==> src/logic/ap_parameters.sv <==
// Neuron stage definitions
`default_nettype none

package ap_parameters;

    localparam int NN_DATA_WIDTH  = 16;                    // sample and weight width.
    localparam int NN_ARRAY_WIDTH = 8;                     // window length, kept even.
    localparam int FRAC_BITS      = 8;                     // fraction bits of a weight.
    localparam int PRODUCT_WIDTH  = 2 * NN_DATA_WIDTH;     // full signed product.
    localparam int ACC_WIDTH      = 36;                    // products, 3 bits of growth, margin.
    localparam int APB_DATA_WIDTH = 32;
    localparam int ADDR_WIDTH     = 8;                     // byte address of the bank.
    localparam int W_IDX_WIDTH    = $clog2(NN_ARRAY_WIDTH);
    localparam int SAMPLE_MAX     = 2 ** (NN_DATA_WIDTH - 1) - 1;  // upper clamp of the relu.

    typedef logic signed [NN_DATA_WIDTH-1:0]  sample_t;
    typedef logic signed [NN_DATA_WIDTH-1:0]  weight_t;
    typedef logic signed [PRODUCT_WIDTH-1:0]  product_t;
    typedef logic signed [ACC_WIDTH-1:0]      acc_t;
    typedef logic        [ADDR_WIDTH-1:0]     reg_addr_t;
    typedef logic        [APB_DATA_WIDTH-1:0] apb_data_t;

    // register map, one 32 bit word per register.
    localparam reg_addr_t ADDR_W0     = 8'h00;
    localparam reg_addr_t ADDR_BIAS   = ADDR_W0 + reg_addr_t'(4 * NN_ARRAY_WIDTH);
    localparam reg_addr_t ADDR_RESULT = ADDR_BIAS + 8'h04;  // read only.

    typedef sample_t [NN_ARRAY_WIDTH-1:0] window_t;   // element 0 is the newest first sample.
    typedef weight_t [NN_ARRAY_WIDTH-1:0] weights_t;

    typedef struct packed {
        reg_addr_t paddr;
        logic      psel;
        logic      penable;
        logic      pwrite;
        apb_data_t pwdata;
    } apb_req_t;

    typedef struct packed {
        apb_data_t prdata;
        logic      pready;
        logic      pslverr;
    } apb_rsp_t;

    typedef struct packed {
        logic    valid;
        sample_t value;
    } neuron_out_t;

endpackage

`default_nettype wire

==> src/logic/weight_regs.sv <==
// APB weight register bank
`timescale 1ns/1ps
`default_nettype none

module weight_regs (
    input  wire                          clk,
    input  wire                          rst,
    input  wire ap_parameters::apb_req_t    apb_req,
    input  wire ap_parameters::neuron_out_t result,   // neuron output, fills the result register.
    output ap_parameters::apb_rsp_t      apb_rsp,
    output ap_parameters::weights_t      weights,
    output ap_parameters::weight_t       bias
);

    logic                                  access;     // second phase of a transfer.
    logic                                  addr_err;   // out of map or not word aligned.
    logic                                  ro_err;     // write to the result register.
    logic                                  slv_err;
    logic                                  is_weight;
    logic                                  is_bias;
    logic                                  is_result;
    ap_parameters::reg_addr_t              w_offset;   // byte offset into the weight block.
    logic [ap_parameters::W_IDX_WIDTH-1:0] w_idx;
    ap_parameters::sample_t                result_q;   // last neuron output.
    ap_parameters::apb_data_t              rd_data;

    // widen a 16 bit register to the bus, keeping the sign.
    function automatic ap_parameters::apb_data_t sign_extend(input ap_parameters::sample_t value);
        return {{(ap_parameters::APB_DATA_WIDTH - ap_parameters::NN_DATA_WIDTH)
                 {value[ap_parameters::NN_DATA_WIDTH-1]}}, value};
    endfunction

    // address decode.
    assign access    = apb_req.psel & apb_req.penable;
    assign addr_err  = (apb_req.paddr > ap_parameters::ADDR_RESULT) || (apb_req.paddr[1:0] != 2'b00);
    assign is_weight = apb_req.paddr < ap_parameters::ADDR_BIAS;    // whole weight block.
    assign is_bias   = apb_req.paddr == ap_parameters::ADDR_BIAS;
    assign is_result = apb_req.paddr == ap_parameters::ADDR_RESULT;
    assign ro_err    = apb_req.pwrite & is_result;
    assign slv_err   = addr_err | ro_err;
    assign w_offset  = apb_req.paddr - ap_parameters::ADDR_W0;
    assign w_idx     = w_offset[ap_parameters::W_IDX_WIDTH+1:2];  // word index.

    // weight and bias writes, end of the access cycle.
    always_ff @(posedge clk) begin
        if (rst) begin
            weights <= '0;
            bias    <= '0;
        end else if (access && apb_req.pwrite && !slv_err) begin
            if (is_weight) begin
                weights[w_idx] <= apb_req.pwdata[ap_parameters::NN_DATA_WIDTH-1:0];
            end else if (is_bias) begin
                bias <= apb_req.pwdata[ap_parameters::NN_DATA_WIDTH-1:0];
            end
        end
    end

    // result register follows every valid output.
    always_ff @(posedge clk) begin
        if (rst) begin
            result_q <= '0;
        end else if (result.valid) begin
            result_q <= result.value;  // one cycle after result.valid.
        end
    end

    // read mux.
    always_comb begin
        rd_data = '0;
        if (is_weight) begin
            rd_data = sign_extend(weights[w_idx]);
        end else if (is_bias) begin
            rd_data = sign_extend(bias);
        end else if (is_result) begin
            rd_data = sign_extend(result_q);
        end
    end

    // zero wait response; errored reads return zero.
    always_comb begin
        apb_rsp.pready  = 1'b1;                       // never stalls.
        apb_rsp.pslverr = access & slv_err;           // only in the access cycle.
        apb_rsp.prdata  = '0;
        if (access && !apb_req.pwrite && !slv_err) begin
            apb_rsp.prdata = rd_data;
        end
    end

endmodule

`default_nettype wire

==> config.mk <==
export PLATFORM = sky130hd
export DESIGN_NAME = weight_regs
export DESIGN_NICKNAME = d
export VERILOG_FILES = /design/src/logic/ap_parameters.sv /design/src/logic/weight_regs.sv
export SDC_FILE = /design/constraint.sdc
export NUM_CORES = 1
export LEC_CHECK = 0
export ABC_AREA = 1
export BUFFER_PORTS_ARGS = -buffer_cell sky130_fd_sc_hd__buf_2
export CORE_UTILIZATION = 25
export CTS_CLUSTER_DIAMETER = 100
export DETAILED_ROUTE_END_ITERATION = 8
export PLACE_DENSITY = 0.44
export SYNTH_ARGS = -nofsm -noshare
export SYNTH_HDL_FRONTEND = slang
export SYNTH_SLANG_ARGS = --single-unit
==> constraint.sdc <==
create_clock -name clk -period 3.3 [get_ports clk]
set_input_delay 0.66 -clock clk [delete_from_list [all_inputs] [get_ports clk]]
set_output_delay 0.66 -clock clk [all_outputs]
set_load 0.01 [all_outputs]
==> run summary <==
Setup TNS = 0 ns
Crit path launch type = primary input
Yosys cell types = 27
CTS Hold Buffers Added = 0
Placed cell count = 1845
Via density = 4.35
Worst reg-to-reg setup slack = 2.57 ns
Setup CP Type = in -> out
Worst VDD drop = 327 uV
Io pins = 240
Critical Path Fanout Max = 17
WL met2 = 13.8 mm
Die ar. = 32800 sq um
Post-CTS Resized = 0
GRT Total Usage = 19.5%
IO Port Bufs = 222
Met3 WL post-DR = 1.81 mm
Cell Rows = 65
First-pass GRT wire length = 47.5 mm
Seq/Total Area, Yosys = 39.9%
Leakage Power = 0.00555 uW
Area delta synth->final = 25.3%
Critical R2R Launch = weights[61]
Max Fclk = 323 MHz
Largest net degree at the start of global routing = 106
Post-Synthesis Cells = 1296
R2R depth = 4
Unrepaired setup endpoints after global routing = false
CP required = 2.64 ns
Worst Hold Depth = 3
Avg Cell Area, Syn = 6.19 sq um
# DRC = 0
Die H = 181 um
CTS tree = done
PnR worst setup slack = 0.208 ns
Relative slew slack = 54.5%
Overflow after GRT = 0
Worst hold slack = 0.462 ns
Clock sinks = 160
Fin. max-slew vios = 0
Clock transition at path regs = 0.06 ns
Hold Path Class = in -> reg
Later-pin clock latency in the skew report = 0.43 ns
Drt total wl = 32.1 mm
N_diodes = 0
Avg WL per Cell = 17.1 um
Pre-antenna DRT Iters = 5
Critical path arrival = 2.43 ns
Core area = 31600 sq um
TritonCTS Buffers = 17
Fill cells = 3547
Pre-CTS WS = 0.188 ns
Root buffer cell = clkbuf_16
Hold worst-path end = result_q[7]
Worst hold start = result[7]
PD cells = 441 nW/um^2
Reg-to-reg endpoint = weights[61]
H-tree level count = 4
Tcrit/Tclk final = 93.7%
Max Used Layer = met4
Layout cells sized above 1 = 20.6%
Finished Layout Cells = 1876
Synth Register Bits = 160
Total power = 4430 uW
Vias in the first global route = 7402
Post-CTS Setup Repair Bufs = 0
CTS max path bufs = 2
Synthesized area = 8020 sq um
Nets = 1524
Critical Path End Type = output port
Max_cap viols = 0
Worst Max-Slew Pin Slew = 0.682 ns
Die Width = 181 um
Initial Util = 25.4%
Synth warn = 0
Status = finished clean
Routability cong. = 0.792
Met1 WL = 16.3 mm
Post-Syn Nets = 1358
Routed Antenna Nets = 0
Final Hold Fails = 0
Worst Clk Skew = 0 ns
Vias = 8161
Initial antenna violation count = 0
Fin crit period = 3.09 ns
Initial DRC Count = 499
Final HPWL DP = 22.7 mm
Setup violations, final = 0
==> worst max-delay path by stage <==
| stage | from | endpoint | cells past startpoint |
|---|---|---|---|
| after global routing | apb_req[37] | apb_rsp[27] | 13 |
| after detailed placement | apb_req[37] | apb_rsp[31] | 13 |
| after CTS | apb_req[37] | apb_rsp[31] | 13 |
| after floorplan | apb_req[41] | apb_rsp[18] | 11 |
| final | apb_req[37] | apb_rsp[31] | 13 |
| after global placement | apb_req[37] | apb_rsp[30] | 13 |
==> registers in the layout (all words and copies together) (netlist names) <==
| register | flops |
|---|---|
| weights | 128 |
| result_q | 16 |
| bias | 16 |
==> worst max-delay path, cell delays in order <==
cell	delay, ns
buf_2	0.19
inv_2	0.09
nor2_1	0.20
nand2_1	0.13
nor2_4	0.10
nor2_1	0.06
nor2_2	0.11
nand3_1	0.11
inv_2	0.23
nand2_1	0.11
nor2_2	0.11
buf_4	0.18
buf_2	0.15
==> cells in the mapped netlist (all sizes together) <==
| cell type | n | share of area, % |
|---|---|---|
| a21oi | 39 | 2.4 |
| a221oi | 5 | 0.55 |
| buf | 54 | 3.7 |
| clkbuf | 53 | 2.5 |
| clkinv | 1 | 0.047 |
| conb | 1 | 0.047 |
| dfxtp | 160 | 40 |
| inv | 174 | 8.1 |
| nand2 | 312 | 15 |
| nand3 | 10 | 0.69 |
| nand4 | 8 | 1.2 |
| nor2 | 354 | 17 |
| nor3 | 7 | 0.50 |
| o2111ai | 3 | 0.33 |
| o211ai | 18 | 1.7 |
| o21ai | 75 | 4.7 |
| o221ai | 21 | 2.3 |
| o22ai | 1 | 0.078 |
==> layer usage <==
layer,global-route usage [%],vias up
li1,-,4240
met4,3.90,0
met2,29.2,228
met3,4.41,14
met1,28.3,3679
met5,0,-
==> final cells by class <==
type / count / area [sq um] / share of cell area [%]
Timing Repair Buffer: 254 / 1390 / 13.8
Tap cell: 402 / 503 / 5.00
Clock buffer: 21 / 470 / 4.68
Sequential cell: 160 / 3200 / 31.9
Multi-Input combinational cell: 854 / 3670 / 36.5
Inverter: 175 / 659 / 6.56
Clock inverter: 10 / 159 / 1.58
==> per-stage QoR <==
step | util (%) | instance area [sq um]
floorplan | - | 8030
global placement | 29.9 | 9430
detailed placement | 29.9 | 9430
CTS | 31.9 | 10100
global route | 31.9 | 10100
finish | 31.9 | 10100
==> kinds of logic after synthesis <==
group / Yosys count / share of synthesized area [%]
compound gates: 162 / 12.0
buf+inv: 282 / 14.3
flops: 160 / 39.9
other cells: 1 / 0.0467
simple gates: 691 / 33.6
==> power by group <==
group | internal [uW] | total [uW] | switching, uW
Sequential | 1940 | 1950 | 6.73
Combinational | 84.5 | 321 | 236
Clock | 1320 | 2160 | 841
==> placed cells by master, fill, tap and decap left out, types with 2 or more instances in the layout <==
master        n
nor2_1      351
nand2_1     312
buf_2       222
inv_1       168
dfxtp_1     160
o21ai_0      59
a21oi_1      39
buf_4        29
o221ai_1     21
o211ai_1     18
clkbuf_16    17
o21ai_1      16
nand3_1       9
nand4_2       7
inv_2         6
nor3_1        6
a221oi_1      5
bufinv_16     4
o2111ai_1     3
clkinv_2      3
clkbuf_8      3
buf_12        3
nor2_2        2
clkinvlp_4    2
Power figures use the tool's default switching activity.
