<file path="src/logic/ap_parameters.sv">
// Neuron stage definitions
`default_nettype none

package ap_parameters;

    localparam int NN_DATA_WIDTH  = 16;                    // sample and weight width.
    localparam int NN_ARRAY_WIDTH = 8;                     // window length, kept even.
    localparam int FRAC_BITS      = 8;                     // fraction bits of a weight.
    localparam int PRODUCT_WIDTH  = 2 * NN_DATA_WIDTH;     // full signed product.
    localparam int ACC_WIDTH      = 36;                    // products, 3 bits of growth, margin.
    localparam int APB_DATA_WIDTH = 32;
    localparam int ADDR_WIDTH     = 8;                     // byte address of the bank.
    localparam int W_IDX_WIDTH    = $clog2(NN_ARRAY_WIDTH);
    localparam int SAMPLE_MAX     = 2 ** (NN_DATA_WIDTH - 1) - 1;  // upper clamp of the relu.

    typedef logic signed [NN_DATA_WIDTH-1:0]  sample_t;
    typedef logic signed [NN_DATA_WIDTH-1:0]  weight_t;
    typedef logic signed [PRODUCT_WIDTH-1:0]  product_t;
    typedef logic signed [ACC_WIDTH-1:0]      acc_t;
    typedef logic        [ADDR_WIDTH-1:0]     reg_addr_t;
    typedef logic        [APB_DATA_WIDTH-1:0] apb_data_t;

    // register map, one 32 bit word per register.
    localparam reg_addr_t ADDR_W0     = 8'h00;
    localparam reg_addr_t ADDR_BIAS   = ADDR_W0 + reg_addr_t'(4 * NN_ARRAY_WIDTH);
    localparam reg_addr_t ADDR_RESULT = ADDR_BIAS + 8'h04;  // read only.

    typedef sample_t [NN_ARRAY_WIDTH-1:0] window_t;   // element 0 is the newest first sample.
    typedef weight_t [NN_ARRAY_WIDTH-1:0] weights_t;

    typedef struct packed {
        reg_addr_t paddr;
        logic      psel;
        logic      penable;
        logic      pwrite;
        apb_data_t pwdata;
    } apb_req_t;

    typedef struct packed {
        apb_data_t prdata;
        logic      pready;
        logic      pslverr;
    } apb_rsp_t;

    typedef struct packed {
        logic    valid;
        sample_t value;
    } neuron_out_t;

endpackage

`default_nettype wire

</file>
<file path="src/logic/activation_relu.sv">
// ReLU activation
`timescale 1ns/1ps
`default_nettype none

module activation_relu (
    input  wire                      clk,
    input  wire                      rst,
    input  wire ap_parameters::acc_t acc,
    input  wire                      acc_valid,
    output ap_parameters::neuron_out_t result
);

    ap_parameters::acc_t    scaled;    // accumulator back in sample scale.
    ap_parameters::sample_t clamped;

    assign scaled = acc >>> ap_parameters::FRAC_BITS;  // arithmetic, keeps the sign.

    // negative to zero, large values saturate.
    always_comb begin
        if (scaled[ap_parameters::ACC_WIDTH-1]) begin
            clamped = '0;
        end else if (scaled > ap_parameters::acc_t'(ap_parameters::SAMPLE_MAX)) begin
            clamped = ap_parameters::sample_t'(ap_parameters::SAMPLE_MAX);
        end else begin
            clamped = scaled[ap_parameters::NN_DATA_WIDTH-1:0];  // fits, top bit is zero.
        end
    end

    // output register; value holds when no new accumulator arrives.
    always_ff @(posedge clk) begin
        if (rst) begin
            result <= '0;
        end else begin
            result.valid <= acc_valid;  // one pulse per input beat.
            if (acc_valid) begin
                result.value <= clamped;
            end
        end
    end

endmodule

`default_nettype wire

</file>
<file path="config.mk">
export PLATFORM = sky130hd
export DESIGN_NAME = activation_relu
export DESIGN_NICKNAME = d
export VERILOG_FILES = /design/src/logic/ap_parameters.sv /design/src/logic/activation_relu.sv
export SDC_FILE = /design/constraint.sdc
export NUM_CORES = 1
export LEC_CHECK = 0
export BUFFER_PORTS_ARGS = -buffer_cell sky130_fd_sc_hd__buf_2
export CORE_MARGIN = 5
export CORE_UTILIZATION = 38
export DETAILED_ROUTE_END_ITERATION = 7
export MAX_ROUTING_LAYER = met4
export PLACE_DENSITY = 0.85
export RECOVER_POWER = 50
export SKIP_CTS_REPAIR_TIMING = 1
export SKIP_LAST_GASP = 1
export SYNTH_ARGS = -nofsm -noshare
export SYNTH_HDL_FRONTEND = slang
export SYNTH_SLANG_ARGS = --single-unit
export TNS_END_PERCENT = 10
</file>
<file path="constraint.sdc">
create_clock -name clk -period 1.6 [get_ports clk]
set_input_delay 0.24 -clock clk [delete_from_list [all_inputs] [get_ports clk]]
set_output_delay 0.24 -clock clk [all_outputs]
set_load 0.005 [all_outputs]
</file>
==> qor.csv, run 1 <==
metric,value,unit
switching_share,23.7,%
synthFlopType,dfxtp_1,
ios,56,
min_to,result[16],
synth_most_common_cell,dfxtp_1,
setup_viol,0,
fp-row-count,16,
dr.pass1.iters,4,
slew_violations,0,
path_clk_slew,0.09,ns
dr_total_vias,720,
path_cells,"buf_2, or4_4, nor4_1, o21ai_1",
hold_class,in2reg,
setup_tns,0,ns
end_kind,register,
gp_congestion,0.694,
fin_nets,164,
drt-initial-drc-count,13,
cts-htree-levels,1,
grt_pass1_wl,2590,um
critPathTopFamily,simple AND/OR/NAND/NOR gates,
synth_commonest_cells,"17 x dfxtp_1, 15 x nand2_1, 15 x o21ai_1, 10 x nor4_2, 5 x nor4_1",
reg_top3,result: 17 flops,
largest_reg_flops,17,
antenna_left,0,
yosys.area_share.adder,0,%
cts_tree,built,
synth_top_cell_by_area,dfxtp_1,
synth-simple-area-share,35.4,%
diodes,0,
grt_usage,12.5,%
power.leakage,0.409,nW
relSlewSlack,55.5,%
die_w,54.1,um
placed_cell_area,976,um^2
r2r_setup_slack,1.03,ns
cts_buffers,3,
synthXorXnorAreaFrac,0,%
seq_power_share,58.4,%
cp_max_fo,15,
r2r_cells,2,
drc_errors,0,
syn_avg_cell_area,9.60,um^2
worstPathRequired,1.76,ns
place_ws,-0.00132,ns
slowest_stage,or4_4,
status,finished clean,
startpoint_type,primary input,
max_stage_delay,0.66,ns
drive_gt1_share,46.8,%
design_area,991,um^2
cts.sinks,17,
wl_per_cell,11.6,um
syn2layout_area_growth,34.0,%
path_buf_inv,1,
ys_types,15,
max_freq,776,MHz
initial_core_util,38.9,%
critPathKind,in2reg,
cts_root_buf,clkbuf_4,
hold_viol,0,
antenna_found_initial,0,
grt_pass1_vias,636,
min_from,rst,
synth_top_area_share,46.0,%
intPower,0.000596,W
vias_per_cell,4.77,
rr_startpoint,result[6],
synth_mux_area_share,0,%
regMostFlops,result,
peakVddDrop,0.426,mV
r2r-end,result[6],
synth_cells,77,
synth_nets,116,
synth-edff-count,0,
comb_power_share,13.3,%
finClkSkew,0,ns
period_minus_slack,1.29,ns
clk_path_buf_depth,2,
maxCapViolations,0,
rsz0062_at_grt,no,
finish.utilization,52.1,%
die_h,54.1,um
dp_hpwl,1390,um
period_share,80.6,%
power_density,789,mW/mm^2
arrival,1.45,ns
tightestPinTransition,0.668,ns
synthTopCellsByArea,"dfxtp_1 46%, nor4_2 17%, o21ai_1 10%, nand2_1 7.6%, nor4_1 4.2%",
grt_max_degree,17,
ys_ff_latch,17,
synth_compound_area_share,10.2,%
die-area,0.00293,mm^2
p_sw,0.000186,W
syn_area,739,um^2
yosysSeqAreaShare,46.0,%
clockPowerShare,28.3,%
finalWirelength,1750,um
synth_top_family_by_area,simple AND/OR/NAND/NOR gates,
setup_ws,0.311,ns
core_area,0.00190,mm^2
yosys_warnings,0,
hold_depth,2,
portBuffers,47,
clock_latency,0.28,ns
async_reset_ff_share,0,%
grt.overflow.total,0,
total_power,0.000782,W
-- placed cells by master (no fill, tap or decap), types with 2 or more instances in the layout --
cell type / synthesis / routed
buf_2: 1 / 41
dfxtp_1: 17 / 17
nand2_1: 15 / 15
o21ai_1: 15 / 15
nor4_2: 10 / 10
clkbuf_1: 4 / 8
nor4_1: 5 / 5
clkbuf_4: 0 / 3
buf_4: 0 / 3
or4_1: 2 / 2
-- routing by layer --
metal,part of all wire (%),track usage (%),vias to the layer above
met5,0,-,-
met1,43,14.8,317
met4,0,7.88,0
li1,-,-,369
met2,48,19.8,34
met3,8.5,1.94,0
-- metrics by stage --
stage	instances	hold WS, ns
floorplan	77	0.323
global route	151	0.132
global placement	147	0.427
finish	151	0.129
detailed placement	147	0.429
CTS	151	0.126
-- power by group through the flow --
stage,Clock (W),Sequential [W],Combinational (W)
finish,0.000221,0.000456,0.000104
global route,0.000239,0.000459,0.000118
CTS,0.000224,0.000456,0.000110
detailed placement,0,0.000466,0.000109
global placement,0,0.000465,0.000106
floorplan,0,0.000469,0.0000412
-- worst max-delay path by stage --
stage | from | end | slack [ns] | cells past startpoint
6_report | acc[29] | result[9] | 0.31 | 4
4_1_cts | acc[29] | result[9] | 0.30 | 4
3_3_place_gp | acc[29] | result[9] | 0.05 | 4
5_1_grt | acc[29] | result[9] | 0.22 | 4
3_5_place_dp | acc[29] | result[9] | -0.001 | 4
2_1_floorplan | acc[32] | result[0] | 0.15 | 5
-- cells by family after synthesis --
family,Yosys count
and+or+nand+nor,37
DFF,17
AOI/OAI and AO/OA,15
buffers and inverters,8
-- final cells by class --
type,instances,area (um^2)
timing repair buffer,51,254
fill,180,911
multi-input combinational,52,337
sequential,17,340
clock buffer,4,26.3
tap,27,33.8
(Power assumes the default switching activity.)
==> run 2, diff against run 1 <==
==> constraint.sdc (replaced) <==
create_clock -name clk -period 1.3 [get_ports clk]
set_input_delay 0.195 -clock clk [delete_from_list [all_inputs] [get_ports clk]]
set_output_delay 0.195 -clock clk [all_outputs]
set_load 0.005 [all_outputs]
==> run 2 against run 1 <==
Clock-buffer cell count is the same. Clock skew unchanged. Global-route usage rose by 1.1 points. Power increased by 23%. Cell area increased by 1.6%. Critical path depth did not move. Combinational power increased by 28%. Cell count grew 1.3%. Worst setup slack got worse by 0.22 ns. Critical endpoint is now result[7]. Largest cell class unchanged. Highest routed layer is now met4.
==> qor.csv, run 2 (synthesized netlist as in run 1, its figures left out) <==
metric,value,unit
tightestPinTransition,0.643,ns
initial_core_util,38.9,%
finalWirelength,1840,um
cts_tree,built,
setup_ws,0.0955,ns
hold_viol,0,
syn2layout_area_growth,36.2,%
period_minus_slack,1.20,ns
critPathTopFamily,simple AND/OR/NAND/NOR gates,
r2r_setup_slack,0.74,ns
cts_buffers,3,
nFillCells,196,
slew_violations,0,
vias_per_cell,4.82,
layout_commonest_cell,buf_2,
antenna_left,0,
wl_per_cell,12.0,um
max_stage_delay,0.66,ns
grt_usage,13.6,%
cts-htree-levels,1,
power.leakage,0.421,nW
cts.sinks,17,
largest_reg_flops,17,
fin_nets,166,
status,finished clean,
design_area,0.00101,mm^2
die_w,54.1,um
dp_cells,149,
finish.utilization,53.0,%
arrival,1.37,ns
grt_pass1_vias,691,
finClkSkew,0,ns
path_cells,"buf_2, or4_4, nor4_1, o21ai_1",
cts_root_buf,clkbuf_4,
place_ws,-0.204,ns
fp-row-count,16,
gp_congestion,0.698,
end_kind,register,
drt-initial-drc-count,3,
setup_viol,0,
grt_max_degree,17,
critPathKind,in2reg,
peakVddDrop,0.447,mV
diodes,0,
ios,56,
cp_max_fo,15,
dr.pass1.iters,4,
maxCapViolations,0,
core_area,0.00190,mm^2
dp_hpwl,1460,um
portBuffers,47,
placed_cell_area,991,um^2
clk_path_buf_depth,2,
grt.overflow.total,0,
clock_latency,0.28,ns
die_h,54.1,um
reg_top3,result: 17 flops,
drive_gt1_share,48.4,%
max_freq,830,MHz
grt_pass1_wl,2870,um
rsz0062_at_grt,no,
die-area,0.00293,mm^2
antenna_found_initial,0,
relSlewSlack,57.1,%
worstPathRequired,1.47,ns
period_share,92.7,%
slowest_stage,or4_4,
path_buf_inv,1,
path_clk_slew,0.09,ns
startpoint_type,primary input,
regMostFlops,result,
layout_common_cells,"42 x buf_2, 17 x dfxtp_1, 15 x nand2_1, 15 x o21ai_1, 10 x nor4_2",
power_density,955,mW/mm^2
hold_class,in2reg,
drc_errors,0,
dr_total_vias,738,
final_cells,153,
## run 2: cell count changes in the layout (fill, tap and decap cells not counted), sizes merged
cell,before,now
buf,44,47
clkbuf,11,10
## run 2: metal layers
layer  track usage [%]  routed length, um  part of all wire (%)  vias to the layer above
li1                  -                  -                     -                      376
met1              16.3                742                    40                      326
met2              22.4                891                    49                       34
met3              2.77                182                   9.9                        2
met4              4.98                 19                   1.0                        0
met5                 -                  0                     0                        -
## run 2: area by class of cell
cell class                      instances  area [um^2]  share of cell area, %
Sequential cell                        17          340                   33.8
Multi-Input combinational cell         52          337                   33.4
Timing Repair Buffer                   53          270                   26.8
Tap cell                               27         33.8                   3.35
Clock buffer                            4         26.3                   2.61
## run 2: final timing paths
path	startpoint	endpoint	cells past startpoint
setup / recovery	acc[29]	result[7]	4
setup reg to reg	result[10]	result[10]	2
hold reg to reg	result[13]	result[13]	2
hold / removal	rst	result[16]	2
## run 2: report_power, final
group / leakage, nW / internal (W) / switching [W]
Sequential: 0.140 / 0.000549 / 0.0000131
Clock: 0.0150 / 0.000119 / 0.000147
Combinational: 0.266 / 0.0000689 / 0.0000644
Total: 0.421 / 0.000737 / 0.000225
## run 2: stage by stage
step	hold slack (ns)	TNS, ns	total power, W
6_report	0.0952	0	0.000962
5_1_grt	0.0894	0	0.00102
4_1_cts	0.0874	0	0.000981
3_5_place_dp	0.389	-2.49	0.000713
3_3_place_gp	0.383	-2.19	0.000707
2_1_floorplan	0.278	-1.04	0.000629
